### src/source/bus_pkg.sv
// AXI-side definitions for the debug subsystem.
// Vector types for the manager port plus burst, size and response codes.

`default_nettype none

package bus_pkg;

  // **************************************************
  // Channel field types
  // **************************************************

  typedef logic [31:0] addr_t;
  typedef logic [31:0] data_t;
  typedef logic [3:0]  strb_t;
  typedef logic [1:0]  resp_t;
  typedef logic [7:0]  len_t;
  typedef logic [2:0]  size_t;
  typedef logic [1:0]  burst_t;

  // **************************************************
  // Encodings
  // **************************************************

  localparam resp_t RESP_OKAY   = 2'b00;
  localparam resp_t RESP_SLVERR = 2'b10;
  localparam resp_t RESP_DECERR = 2'b11;

  localparam burst_t BURST_INCR = 2'b01;

  // Four bytes per beat.
  localparam size_t SIZE_4B = 3'b010;

endpackage

`default_nettype wire

### src/source/dbg_pkg.sv
// JTAG-side definitions for the debug subsystem.
// TAP states, instruction codes and data register layout.

`default_nettype none

package dbg_pkg;

  // **************************************************
  // TAP controller states
  // **************************************************

  typedef enum logic [3:0] {
    TEST_LOGIC_RESET,
    RUN_TEST_IDLE,
    SELECT_DR_SCAN,
    CAPTURE_DR,
    SHIFT_DR,
    EXIT1_DR,
    PAUSE_DR,
    EXIT2_DR,
    UPDATE_DR,
    SELECT_IR_SCAN,
    CAPTURE_IR,
    SHIFT_IR,
    EXIT1_IR,
    PAUSE_IR,
    EXIT2_IR,
    UPDATE_IR
  } tap_state_e;

  // **************************************************
  // Instructions and data registers
  // **************************************************

  localparam int IR_W = 5;

  typedef logic [IR_W-1:0] ir_t;

  localparam ir_t IR_IDCODE = 5'd1;
  localparam ir_t IR_ACCESS = 5'd2;
  localparam ir_t IR_IRQ    = 5'd3;
  localparam ir_t IR_BYPASS = '1;

  localparam int IDCODE_DR_W = 32;
  localparam int IRQ_DR_W    = 40;
  // Write flag, address, data.
  localparam int ACCESS_DR_W = 65;

  // Bit 0 is fixed to one by the JTAG standard.
  localparam logic [IDCODE_DR_W-1:0] IDCODE_VALUE = 32'h1DB0_5A0B;

  typedef logic [IRQ_DR_W-1:0] irq_t;

endpackage

`default_nettype wire

### src/source/dbg_axi_master.sv
// Single-beat AXI4 manager for debug bus accesses.
// One 32-bit read or write at a time, with the last response and
// read data held for the TAP.

`timescale 1ns/100ps
`default_nettype none

module dbg_axi_master (
  input  logic            clk_i,
  input  logic            arst_n_i,
  input  logic            start_i,
  input  logic            write_i,
  input  bus_pkg::addr_t  addr_i,
  input  bus_pkg::data_t  wdata_i,
  output logic            busy_o,
  output bus_pkg::resp_t  resp_o,
  output bus_pkg::data_t  rdata_o,
  // Write address
  output bus_pkg::addr_t  aw_addr_o,
  output bus_pkg::len_t   aw_len_o,
  output bus_pkg::size_t  aw_size_o,
  output bus_pkg::burst_t aw_burst_o,
  output logic            aw_valid_o,
  input  logic            aw_ready_i,
  // Write data
  output bus_pkg::data_t  w_data_o,
  output bus_pkg::strb_t  w_strb_o,
  output logic            w_last_o,
  output logic            w_valid_o,
  input  logic            w_ready_i,
  // Write response
  input  bus_pkg::resp_t  b_resp_i,
  input  logic            b_valid_i,
  output logic            b_ready_o,
  // Read address
  output bus_pkg::addr_t  ar_addr_o,
  output bus_pkg::len_t   ar_len_o,
  output bus_pkg::size_t  ar_size_o,
  output bus_pkg::burst_t ar_burst_o,
  output logic            ar_valid_o,
  input  logic            ar_ready_i,
  // Read data
  input  bus_pkg::data_t  r_data_i,
  input  bus_pkg::resp_t  r_resp_i,
  input  logic            r_last_i,
  input  logic            r_valid_i,
  output logic            r_ready_o
);

  import bus_pkg::*;

  typedef enum logic [2:0] {
    ST_IDLE,
    ST_WRITE,
    ST_WRESP,
    ST_RADDR,
    ST_RDATA
  } state_e;

  state_e state_q;
  logic   aw_done_q;
  logic   w_done_q;
  logic   aw_done;
  logic   w_done;
  addr_t  addr_q;
  data_t  wdata_q;

  // AW and W complete independently.
  assign aw_done = aw_done_q | (aw_valid_o & aw_ready_i);
  assign w_done  = w_done_q | (w_valid_o & w_ready_i);

  always_ff @(posedge clk_i or negedge arst_n_i) begin
    if (!arst_n_i) begin
      state_q   <= ST_IDLE;
      aw_done_q <= 1'b0;
      w_done_q  <= 1'b0;
      resp_o    <= RESP_OKAY;
      rdata_o   <= '0;
    end else begin
      case (state_q)
        // Starts while busy are dropped.
        ST_IDLE: begin
          if (start_i) begin
            state_q <= write_i ? ST_WRITE : ST_RADDR;
          end
        end
        ST_WRITE: begin
          if (aw_done && w_done) begin
            state_q   <= ST_WRESP;
            aw_done_q <= 1'b0;
            w_done_q  <= 1'b0;
          end else begin
            aw_done_q <= aw_done;
            w_done_q  <= w_done;
          end
        end
        ST_WRESP: begin
          if (b_valid_i) begin
            state_q <= ST_IDLE;
            resp_o  <= b_resp_i;
          end
        end
        ST_RADDR: begin
          if (ar_ready_i) begin
            state_q <= ST_RDATA;
          end
        end
        ST_RDATA: begin
          if (r_valid_i) begin
            resp_o  <= r_resp_i;
            rdata_o <= r_data_i;
            if (r_last_i) begin
              state_q <= ST_IDLE;
            end
          end
        end
        default: state_q <= ST_IDLE;
      endcase
    end
  end

  // Request capture.
  always_ff @(posedge clk_i) begin
    if (state_q == ST_IDLE && start_i) begin
      addr_q  <= addr_i;
      wdata_q <= wdata_i;
    end
  end

  assign busy_o = (state_q != ST_IDLE);

  assign aw_addr_o  = addr_q;
  assign aw_len_o   = '0;
  assign aw_size_o  = SIZE_4B;
  assign aw_burst_o = BURST_INCR;
  assign aw_valid_o = (state_q == ST_WRITE) && !aw_done_q;

  assign w_data_o  = wdata_q;
  assign w_strb_o  = '1;
  assign w_last_o  = 1'b1;
  assign w_valid_o = (state_q == ST_WRITE) && !w_done_q;

  assign b_ready_o = (state_q == ST_WRESP);

  assign ar_addr_o  = addr_q;
  assign ar_len_o   = '0;
  assign ar_size_o  = SIZE_4B;
  assign ar_burst_o = BURST_INCR;
  assign ar_valid_o = (state_q == ST_RADDR);

  assign r_ready_o = (state_q == ST_RDATA);

endmodule

`default_nettype wire

### src/source/dbg_axi_wrap.sv
// Debug access subsystem top level.
// Connects the JTAG TAP, the AXI4 bus master and the interrupt capture
// to the outside pins.

`timescale 1ns/100ps
`default_nettype none

module dbg_axi_wrap (
  input  logic            clk_i,
  input  logic            arst_n_i,
  // External interrupts
  input  dbg_pkg::irq_t   ext_int_i,
  // JTAG
  input  logic            jtag_tck_i,
  input  logic            jtag_tms_i,
  input  logic            jtag_tdi_i,
  input  logic            jtag_trst_n_i,
  output logic            jtag_tdo_o,
  output logic            jtag_tdo_en_o,
  // AXI manager
  output bus_pkg::addr_t  axi_aw_addr_o,
  output bus_pkg::len_t   axi_aw_len_o,
  output bus_pkg::size_t  axi_aw_size_o,
  output bus_pkg::burst_t axi_aw_burst_o,
  output logic            axi_aw_valid_o,
  input  logic            axi_aw_ready_i,
  output bus_pkg::data_t  axi_w_data_o,
  output bus_pkg::strb_t  axi_w_strb_o,
  output logic            axi_w_last_o,
  output logic            axi_w_valid_o,
  input  logic            axi_w_ready_i,
  input  bus_pkg::resp_t  axi_b_resp_i,
  input  logic            axi_b_valid_i,
  output logic            axi_b_ready_o,
  output bus_pkg::addr_t  axi_ar_addr_o,
  output bus_pkg::len_t   axi_ar_len_o,
  output bus_pkg::size_t  axi_ar_size_o,
  output bus_pkg::burst_t axi_ar_burst_o,
  output logic            axi_ar_valid_o,
  input  logic            axi_ar_ready_i,
  input  bus_pkg::data_t  axi_r_data_i,
  input  bus_pkg::resp_t  axi_r_resp_i,
  input  logic            axi_r_last_i,
  input  logic            axi_r_valid_i,
  output logic            axi_r_ready_o
);

  import bus_pkg::*;
  import dbg_pkg::*;

  logic  access_start;
  logic  access_write;
  addr_t access_addr;
  data_t access_wdata;
  logic  busy;
  resp_t resp;
  data_t rdata;
  logic  irq_clear;
  irq_t  irq_clear_mask;
  irq_t  pending;

  dbg_tap dbg_tap_i (
    .clk_i            ( clk_i          ),
    .arst_n_i         ( arst_n_i       ),
    .tck_i            ( jtag_tck_i     ),
    .tms_i            ( jtag_tms_i     ),
    .tdi_i            ( jtag_tdi_i     ),
    .trst_n_i         ( jtag_trst_n_i  ),
    .tdo_o            ( jtag_tdo_o     ),
    .tdo_en_o         ( jtag_tdo_en_o  ),
    .access_start_o   ( access_start   ),
    .access_write_o   ( access_write   ),
    .access_addr_o    ( access_addr    ),
    .access_wdata_o   ( access_wdata   ),
    .busy_i           ( busy           ),
    .resp_i           ( resp           ),
    .rdata_i          ( rdata          ),
    .irq_clear_o      ( irq_clear      ),
    .irq_clear_mask_o ( irq_clear_mask ),
    .pending_i        ( pending        )
  );

  dbg_axi_master dbg_axi_master_i (
    .clk_i      ( clk_i          ),
    .arst_n_i   ( arst_n_i       ),
    .start_i    ( access_start   ),
    .write_i    ( access_write   ),
    .addr_i     ( access_addr    ),
    .wdata_i    ( access_wdata   ),
    .busy_o     ( busy           ),
    .resp_o     ( resp           ),
    .rdata_o    ( rdata          ),
    .aw_addr_o  ( axi_aw_addr_o  ),
    .aw_len_o   ( axi_aw_len_o   ),
    .aw_size_o  ( axi_aw_size_o  ),
    .aw_burst_o ( axi_aw_burst_o ),
    .aw_valid_o ( axi_aw_valid_o ),
    .aw_ready_i ( axi_aw_ready_i ),
    .w_data_o   ( axi_w_data_o   ),
    .w_strb_o   ( axi_w_strb_o   ),
    .w_last_o   ( axi_w_last_o   ),
    .w_valid_o  ( axi_w_valid_o  ),
    .w_ready_i  ( axi_w_ready_i  ),
    .b_resp_i   ( axi_b_resp_i   ),
    .b_valid_i  ( axi_b_valid_i  ),
    .b_ready_o  ( axi_b_ready_o  ),
    .ar_addr_o  ( axi_ar_addr_o  ),
    .ar_len_o   ( axi_ar_len_o   ),
    .ar_size_o  ( axi_ar_size_o  ),
    .ar_burst_o ( axi_ar_burst_o ),
    .ar_valid_o ( axi_ar_valid_o ),
    .ar_ready_i ( axi_ar_ready_i ),
    .r_data_i   ( axi_r_data_i   ),
    .r_resp_i   ( axi_r_resp_i   ),
    .r_last_i   ( axi_r_last_i   ),
    .r_valid_i  ( axi_r_valid_i  ),
    .r_ready_o  ( axi_r_ready_o  )
  );

  irq_capture irq_capture_i (
    .clk_i        ( clk_i          ),
    .arst_n_i     ( arst_n_i       ),
    .ext_int_i    ( ext_int_i      ),
    .clear_i      ( irq_clear      ),
    .clear_mask_i ( irq_clear_mask ),
    .pending_o    ( pending        )
  );

endmodule

`default_nettype wire

### src/source/dbg_tap.sv
// JTAG test access port, oversampled on the system clock.
// Runs the TAP controller on detected tck edges and shifts the IR and
// the IDCODE, bus access, interrupt or bypass data register.

`timescale 1ns/100ps
`default_nettype none

module dbg_tap (
  input  logic           clk_i,
  input  logic           arst_n_i,
  input  logic           tck_i,
  input  logic           tms_i,
  input  logic           tdi_i,
  input  logic           trst_n_i,
  output logic           tdo_o,
  output logic           tdo_en_o,
  output logic           access_start_o,
  output logic           access_write_o,
  output bus_pkg::addr_t access_addr_o,
  output bus_pkg::data_t access_wdata_o,
  input  logic           busy_i,
  input  bus_pkg::resp_t resp_i,
  input  bus_pkg::data_t rdata_i,
  output logic           irq_clear_o,
  output dbg_pkg::irq_t  irq_clear_mask_o,
  input  dbg_pkg::irq_t  pending_i
);

  import dbg_pkg::*;

  logic [3:0]             sync_q1;
  logic [3:0]             sync_q2;
  logic                   tck_s;
  logic                   tms_s;
  logic                   tdi_s;
  logic                   trst_n_s;
  logic                   tck_prev_q;
  logic                   tck_rise;
  logic                   tck_fall;
  tap_state_e             state_q;
  tap_state_e             state_d;
  ir_t                    ir_q;
  ir_t                    ir_shift_q;
  logic [ACCESS_DR_W-1:0] dr_q;

  // **************************************************
  // Pin synchronizer and tck edge detect
  // **************************************************

  always_ff @(posedge clk_i or negedge arst_n_i) begin
    if (!arst_n_i) begin
      sync_q1    <= '0;
      sync_q2    <= '0;
      tck_prev_q <= 1'b0;
    end else begin
      sync_q1    <= {tck_i, tms_i, tdi_i, trst_n_i};
      sync_q2    <= sync_q1;
      tck_prev_q <= tck_s;
    end
  end

  assign {tck_s, tms_s, tdi_s, trst_n_s} = sync_q2;

  assign tck_rise = tck_s & ~tck_prev_q;
  assign tck_fall = ~tck_s & tck_prev_q;

  // **************************************************
  // TAP controller
  // **************************************************

  always_comb begin
    state_d = state_q;
    case (state_q)
      TEST_LOGIC_RESET: state_d = tms_s ? TEST_LOGIC_RESET : RUN_TEST_IDLE;
      RUN_TEST_IDLE:    state_d = tms_s ? SELECT_DR_SCAN : RUN_TEST_IDLE;
      SELECT_DR_SCAN:   state_d = tms_s ? SELECT_IR_SCAN : CAPTURE_DR;
      CAPTURE_DR:       state_d = tms_s ? EXIT1_DR : SHIFT_DR;
      SHIFT_DR:         state_d = tms_s ? EXIT1_DR : SHIFT_DR;
      EXIT1_DR:         state_d = tms_s ? UPDATE_DR : PAUSE_DR;
      PAUSE_DR:         state_d = tms_s ? EXIT2_DR : PAUSE_DR;
      EXIT2_DR:         state_d = tms_s ? UPDATE_DR : SHIFT_DR;
      UPDATE_DR:        state_d = tms_s ? SELECT_DR_SCAN : RUN_TEST_IDLE;
      SELECT_IR_SCAN:   state_d = tms_s ? TEST_LOGIC_RESET : CAPTURE_IR;
      CAPTURE_IR:       state_d = tms_s ? EXIT1_IR : SHIFT_IR;
      SHIFT_IR:         state_d = tms_s ? EXIT1_IR : SHIFT_IR;
      EXIT1_IR:         state_d = tms_s ? UPDATE_IR : PAUSE_IR;
      PAUSE_IR:         state_d = tms_s ? EXIT2_IR : PAUSE_IR;
      EXIT2_IR:         state_d = tms_s ? UPDATE_IR : SHIFT_IR;
      UPDATE_IR:        state_d = tms_s ? SELECT_DR_SCAN : RUN_TEST_IDLE;
      default:          state_d = TEST_LOGIC_RESET;
    endcase
  end

  // Shift and step on rising tck, drive tdo and update on falling tck.
  always_ff @(posedge clk_i or negedge arst_n_i) begin
    if (!arst_n_i) begin
      state_q        <= TEST_LOGIC_RESET;
      ir_q           <= IR_IDCODE;
      ir_shift_q     <= '0;
      tdo_o          <= 1'b0;
      tdo_en_o       <= 1'b0;
      access_start_o <= 1'b0;
      irq_clear_o    <= 1'b0;
    end else if (!trst_n_s) begin
      state_q        <= TEST_LOGIC_RESET;
      ir_q           <= IR_IDCODE;
      tdo_en_o       <= 1'b0;
      access_start_o <= 1'b0;
      irq_clear_o    <= 1'b0;
    end else begin
      access_start_o <= 1'b0;
      irq_clear_o    <= 1'b0;
      if (tck_rise) begin
        case (state_q)
          TEST_LOGIC_RESET: ir_q <= IR_IDCODE;
          // Standard capture pattern 01 in the low bits.
          CAPTURE_IR:       ir_shift_q <= ir_t'(1);
          SHIFT_IR:         ir_shift_q <= {tdi_s, ir_shift_q[IR_W-1:1]};
          default:          ;
        endcase
        state_q <= state_d;
      end
      if (tck_fall) begin
        tdo_en_o <= (state_q == SHIFT_IR) || (state_q == SHIFT_DR);
        tdo_o    <= (state_q == SHIFT_IR) ? ir_shift_q[0] : dr_q[0];
        if (state_q == UPDATE_IR) begin
          ir_q <= ir_shift_q;
        end
        if (state_q == UPDATE_DR) begin
          access_start_o <= (ir_q == IR_ACCESS);
          irq_clear_o    <= (ir_q == IR_IRQ);
        end
      end
    end
  end

  // **************************************************
  // Data registers
  // **************************************************

  // One shift chain, LSB first; its length follows the instruction.
  always_ff @(posedge clk_i) begin
    if (tck_rise && state_q == CAPTURE_DR) begin
      case (ir_q)
        IR_IDCODE: dr_q <= ACCESS_DR_W'(IDCODE_VALUE);
        IR_ACCESS: dr_q <= ACCESS_DR_W'({busy_i, resp_i, rdata_i, 1'b0});
        IR_IRQ:    dr_q <= ACCESS_DR_W'(pending_i);
        default:   dr_q <= '0;
      endcase
    end else if (tck_rise && state_q == SHIFT_DR) begin
      case (ir_q)
        IR_IDCODE: dr_q[IDCODE_DR_W-1:0] <= {tdi_s, dr_q[IDCODE_DR_W-1:1]};
        IR_ACCESS: dr_q <= {tdi_s, dr_q[ACCESS_DR_W-1:1]};
        IR_IRQ:    dr_q[IRQ_DR_W-1:0] <= {tdi_s, dr_q[IRQ_DR_W-1:1]};
        default:   dr_q[0] <= tdi_s;
      endcase
    end
    if (tck_fall && state_q == UPDATE_DR) begin
      if (ir_q == IR_ACCESS) begin
        access_write_o <= dr_q[0];
        access_addr_o  <= dr_q[32:1];
        access_wdata_o <= dr_q[64:33];
      end
      if (ir_q == IR_IRQ) begin
        irq_clear_mask_o <= dr_q[IRQ_DR_W-1:0];
      end
    end
  end

endmodule

`default_nettype wire

### src/source/irq_capture.sv
// External interrupt capture.
// Synchronizes the interrupt lines and holds sticky pending bits.

`timescale 1ns/100ps
`default_nettype none

module irq_capture (
  input  logic          clk_i,
  input  logic          arst_n_i,
  input  dbg_pkg::irq_t ext_int_i,
  input  logic          clear_i,
  input  dbg_pkg::irq_t clear_mask_i,
  output dbg_pkg::irq_t pending_o
);

  import dbg_pkg::*;

  irq_t sync_q1;
  irq_t sync_q2;
  irq_t clear_bits;

  assign clear_bits = clear_i ? clear_mask_i : '0;

  always_ff @(posedge clk_i or negedge arst_n_i) begin
    if (!arst_n_i) begin
      sync_q1   <= '0;
      sync_q2   <= '0;
      pending_o <= '0;
    end else begin
      sync_q1   <= ext_int_i;
      sync_q2   <= sync_q1;
      // Set wins over clear.
      pending_o <= (pending_o & ~clear_bits) | sync_q2;
    end
  end

endmodule

`default_nettype wire
### config.mk
export PLATFORM = sky130hd
export DESIGN_NAME = dbg_axi_wrap
export DESIGN_NICKNAME = d
export VERILOG_FILES = /design/src/source/bus_pkg.sv /design/src/source/dbg_pkg.sv /design/src/source/dbg_axi_master.sv /design/src/source/dbg_axi_wrap.sv /design/src/source/dbg_tap.sv /design/src/source/irq_capture.sv
export SDC_FILE = /design/constraint.sdc
export NUM_CORES = 1
export LEC_CHECK = 0
export BUFFER_PORTS_ARGS = -buffer_cell sky130_fd_sc_hd__buf_2
export CAP_MARGIN = 30
export CORE_ASPECT_RATIO = 2
export CORE_MARGIN = 4
export CORE_UTILIZATION = 50
export DETAILED_ROUTE_END_ITERATION = 8
export GPL_ROUTABILITY_DRIVEN = 0
export GPL_TIMING_DRIVEN = 0
export HOLD_SLACK_MARGIN = 0.12
export PLACE_DENSITY = 0.71
export SYNTH_ARGS = -nofsm -noshare
export SYNTH_HDL_FRONTEND = slang
export SYNTH_SLANG_ARGS = --single-unit
### constraint.sdc
create_clock -name clk_i -period 13.71 [get_ports clk_i]
set_input_delay 1.371 -clock clk_i [delete_from_list [all_inputs] [get_ports clk_i]]
set_output_delay 1.371 -clock clk_i [all_outputs]
set_load 0.1 [all_outputs]
======== Word level (Yosys, flattened, before mapping) ========
Index checks and enable logic that the tools add are counted.
operators by class
  equal/unequal tests ..................... 30
  multiplexer cells ....................... 51
  bitwise gates (word level) .............. 11
  reduce and logical (&&, ||, !) cells .... 34
operator list
  cell                                                                    number
  65-bit two-way mux                                                      2
  40-bit one-hot mux with 3 select lines                                  1
  31-bit one-hot mux with 2 select lines                                  1
  4-bit one-hot mux with 12 select lines                                  1
  40-bit AND                                                              1
  40-bit two-way mux                                                      1
  40-bit NOT                                                              1
  40-bit OR                                                               1
  4-bit equality test (second input constant)                             8
  25-bit two-way mux                                                      1
  5-bit two-way mux                                                       5
  3-bit two-way mux                                                       8
  4-bit two-way mux                                                       6
  4-bit by 3-bit equality test with 1-bit output (second input constant)  4
  8-bit one-hot mux with 2 select lines                                   1
  1-bit two-way mux                                                       15
  3-bit one-hot mux with 5 select lines                                   1
  2-bit AND reduction                                                     7
  2-bit two-way mux                                                       6
  2-bit != test (second input constant)                                   6
  5-bit by 2-bit equality test with 1-bit output (second input constant)  2
  5-bit one-hot mux with 2 select lines                                   1
  3-bit nonzero test                                                      3
  4-bit by 2-bit equality test with 1-bit output (second input constant)  2
  other kinds (20)                                                        41
storage, ports and cells
  flip-flop bits (word level) ............. 420
  input port bits ......................... 88
  output and inout bits ................... 134
  logic and storage cells ................. 154

======== Depth between registers and ports, before layout ========
  depth in word-level cells ............... 7
  gate-level depth with buffers ........... 8
  mapped depth without buffers ............ 4

======== Cells and area by module ========
A second synthesis with hierarchy kept.
unflattened totals
  cells, all modules ...................... 926
  area, all modules ....................... 15215.8 um^2
modules (own cells, without submodules)
  module          times used  cells an instance  area each (um^2)  seq. area each (um^2)
  dbg_tap         1           480                7524.7            5781.8
  dbg_axi_master  1           242                4192.8            2897.8
  irq_capture     1           204                3498.4            3002.9

======== Worst setup path after synthesis ========
OpenSTA, ideal clock, no wires.
  kind .................................... reg2reg
  from .................................... register dbg_axi_master_i.state_q[0]
  to ...................................... register dbg_axi_master_i.addr_q[0] (netlist: dbg_axi_master_i.ar_addr_o[0]), enable pin
  library setup time ...................... 0.666 ns
  arrival ................................. 7.191 ns
  required time ........................... 13.044 ns
  setup slack ............................. 5.852 ns
  cell stages (with the launch flop) ...... 3
  buffers on the path ..................... 1
  period minus slack after synthesis ...... 7.858 ns
  path through ............................ dfrtp_1 -> clkbuf_1 -> nor4b_1
between the ends
  word-level cells in the longest chain between the ends .. 2
RTL lines
  element                 line                   text
  start, declared         dbg_axi_master.sv:60   state_e state_q;
  start signal, assigned  dbg_axi_master.sv:84   state_q <= write_i ? ST_WRITE : ST_RADDR;
  3-bit zero test         dbg_axi_master.sv:124  if (state_q == ST_IDLE && start_i) begin
  1-bit logical AND       dbg_axi_master.sv:124
  end signal, assigned    dbg_axi_master.sv:125  addr_q <= addr_i;
  end, declared           dbg_axi_master.sv:65   addr_t addr_q;
Every way passes these cells.
A chain may end at the register's enable or synchronous reset.

======== Worst setup path in the final report ========
  from .................................... register dbg_axi_master_i.state_q[0]
  to ...................................... output port axi_w_valid_o
between the ends
  word-level cells in the longest chain between the ends .. 2
RTL lines
  element                                         line                   text
  3-bit by 1-bit equality test with 1-bit output  dbg_axi_master.sv:141  assign w_valid_o = (state_q == ST_WRITE) && !w_done_q;
  1-bit logical AND                               dbg_axi_master.sv:141
  end, declared                                   dbg_axi_wrap.sv:30     output logic axi_w_valid_o,
Every way passes these cells.

==> flow_summary.ini <==
[status]
status = finished clean

[routing]
post_drt_wl_per_cell_um = 18.87
via_per_inst = 5.109
ant_nets = 0
drt_iter0_markers = 452
drt-total-wl_mm = 30.09
num_vias = 8149
drc = 0
firstDrtPassIters = 5

[min_path]
min_from = irq_capture_i.sync_q1[27]$_DFF_PN0_
worstHoldPathCells = 0
hold-path-endpoint = irq_capture_i.sync_q2[27]$_DFF_PN0_
hold_path_class = register to register

[placed_design]
place_area_mm2 = 0.01677
dpl.hpwl_mm = 21.17
pre_cts_ws_ns = 10.48
port_buffers = 190

[setup_path]
r2r_end = dbg_axi_master_i.ar_addr_o[6]$_DFFE_PP_
r2r-start = dbg_axi_master_i.state_q[0]$_DFFE_PN0P_
cp-end-kind = output pin
crit_required_ns = 12.34
critPathBufInv = 2
worstRegToRegCells = 9
cp.arrival_ns = 2.41
startpoint = dbg_axi_master_i.state_q[0]$_DFFE_PN0P_
critPathSlowestCell = nor3b_1
crit_family = buffers and inverters
critPathLaunchType = register
cp_slowest_stage_delay_ns = 0.53
r2r_slack_ns = 10.70
crit_chain = clkbuf_1 -> nor3b_1 -> nor2b_1 -> buf_2
worstSetupPathType = register to output pin
cp_max_fo = 10

[timing]
finalSetupViolCount = 0
worst_pin_slew_ns = 0.9116
period_share_pct = 27.56
fin_worst_skew_ns = 0.01530
clock.fmax_mhz = 264.6
worst_slack_ns = 9.931
hold_viol = 0
relSlewSlack_pct = 39.23
post-route-min-period_ns = 3.779
report.final.slew_viol_count = 0
fin_setup_tns_ns = 0
rsz0062_at_grt = no

[layout]
final_util_pct = 60.42
num-fill-cells = 2246
insertedDiodeCount = 0
fin_area_mm2 = 0.01783
area_delta_synth_final_pct = 18.88
drive_gt1_share_pct = 30.63
nNetsFinal = 1292

[power_and_ir_drop]
p_total_w = 0.002538
power.density_mw_per_mm2 = 142.3
leakage_nw = 7.357
vdd_drop_max_uv = 122.1

[yosys]
yosysMostFrequentCell = edfxtp_1
yosys_warnings = 0
ys_types = 49
synth_top_cells_by_count = edfxtp_1, dfrtp_1, nand2_1
syn_area_mm2 = 0.01500
synth-edff-count = 234
syn_area_per_cell_um2 = 16.14
yosys_register_bits = 420
synth-main-ff-cell = edfxtp_1
async_flop_share_pct = 44.29
yosysTopAreaCellShare_pct = 46.85
synth_cells = 929
ys_top_cells_by_area = edfxtp_1, dfrtp_1, buf_4
ys_seq_area_share_pct = 77.89
yosysTopAreaCell = edfxtp_1

[cts]
clkLatencyLatePin_ns = 0.53
tritoncts.num_buffers = 35
path_clk_slew_ns = 0.07
cts.sinks = 420
hold_buffers = 0
cts.repair.resized = 0
htreeDepth = 2
root_buffer = clkbuf_16
cts_tree = done
clk_path_buf_depth = 3
cts_setup_buffers = 0

[floorplanning]
die_area_mm2 = 0.03300
start_util_pct = 50.82
die_w_um = 130.5
design.core.area_mm2 = 0.02951
fp.dieH_um = 252.9
rows = 89
ioPinCount = 222

[global_routing]
antenna_found_initial = 0
grt_use_total_pct = 18.54
grt_pass1_wl_mm = 46.55
grt_pass1_vias = 8502
grt_overflow_total = 0
grt_max_degree = 124

[run]
drv_cap = 0
[registers in the layout, indices dropped and copies added (netlist names), 5 cells and up]
name,flops
dbg_tap_i.ir_q,5
irq_capture_i.sync_q2,40
dbg_axi_master_i.rdata_o,32
dbg_tap_i.access_addr_o,32
dbg_axi_master_i.w_data_o,32
dbg_axi_master_i.ar_addr_o,32
irq_capture_i.pending_o,40
dbg_tap_i.irq_clear_mask_o,40
dbg_tap_i.ir_shift_q,5
dbg_tap_i.dr_q,65
dbg_tap_i.access_wdata_o,32
irq_capture_i.sync_q1,40
[worst max path at each step]
stage / end / slack (ns) / cells past startpoint
final: axi_w_valid_o / 9.93 / 4
after global routing: axi_w_valid_o / 9.72 / 4
after CTS: axi_aw_valid_o / 9.90 / 4
after detailed placement: axi_aw_valid_o / 10.48 / 4
after global placement: dbg_axi_master_i.ar_addr_o[4]$_DFFE_PP_ / 2.23 / 2
after floorplan: dbg_axi_master_i.ar_addr_o[0]$_DFFE_PP_ / 5.85 / 2
[cells in the final DEF (no fill, tap or decap), types with 13 or more instances in the layout]
| cell type | count |
|---|---|
| a21o_1 | 55 |
| a21oi_1 | 17 |
| and2_1 | 30 |
| buf_2 | 199 |
| buf_4 | 71 |
| clkbuf_1 | 36 |
| clkbuf_16 | 35 |
| conb_1 | 31 |
| dfrtp_1 | 185 |
| edfxtp_1 | 234 |
| mux2_2 | 32 |
| mux2i_1 | 40 |
| nand2_1 | 86 |
| nand3_1 | 13 |
| o21ai_0 | 24 |
[per-stage QoR]
stage                     instances  hold slack, ns
after detailed placement       1530          0.3347
after global routing           1595          0.3543
after global placement         1512          0.3328
after floorplan                 958          0.3312
final                          1595          0.3433
after CTS                      1594          0.3431
[per-layer routing]
metal	vias to the layer above	global-route usage (%)	wire length, um
met5	-	0	0
met4	0	6.620	1018
met3	65	2.554	1631
met2	266	34.13	16760
met1	4035	21.80	10680
li1	3783	-	-
[logic make-up (layout without fill, tap and decap cells)]
logic type      count (synthesis)  count (layout)  share of synthesized area [%]
other cells                     2              31                        0.05007
mux                            72              72                          5.072
xor+xnor                        2               2                         0.1168
buf+inv                       105             378                          4.488
compound gates                145             145                          6.407
simple gates                  183             183                          5.973
flops                         420             420                          77.89
[cell type report]
cell class / instances / area (um^2) / share of cell area, %
Buffer: 102 / 661.9 / 3.712
Clock buffer: 48 / 934.6 / 5.242
Clock inverter: 16 / 116.4 / 0.6526
Inverter: 3 / 11.26 / 0.06316
Multi-Input combinational cell: 433 / 2781 / 15.60
Sequential cell: 420 / 11680 / 65.52
Tap cell: 364 / 455.4 / 2.554
Timing Repair Buffer: 209 / 1186 / 6.653
[power by group]
group	switching [W]	internal, W	leakage, nW
combinational	0.000116	0.0000669	2.60
clock	0.000430	0.000502	0.507
sequential	0.0000355	0.00139	4.25
No activity file was read; power rests on OpenSTA's default activity.
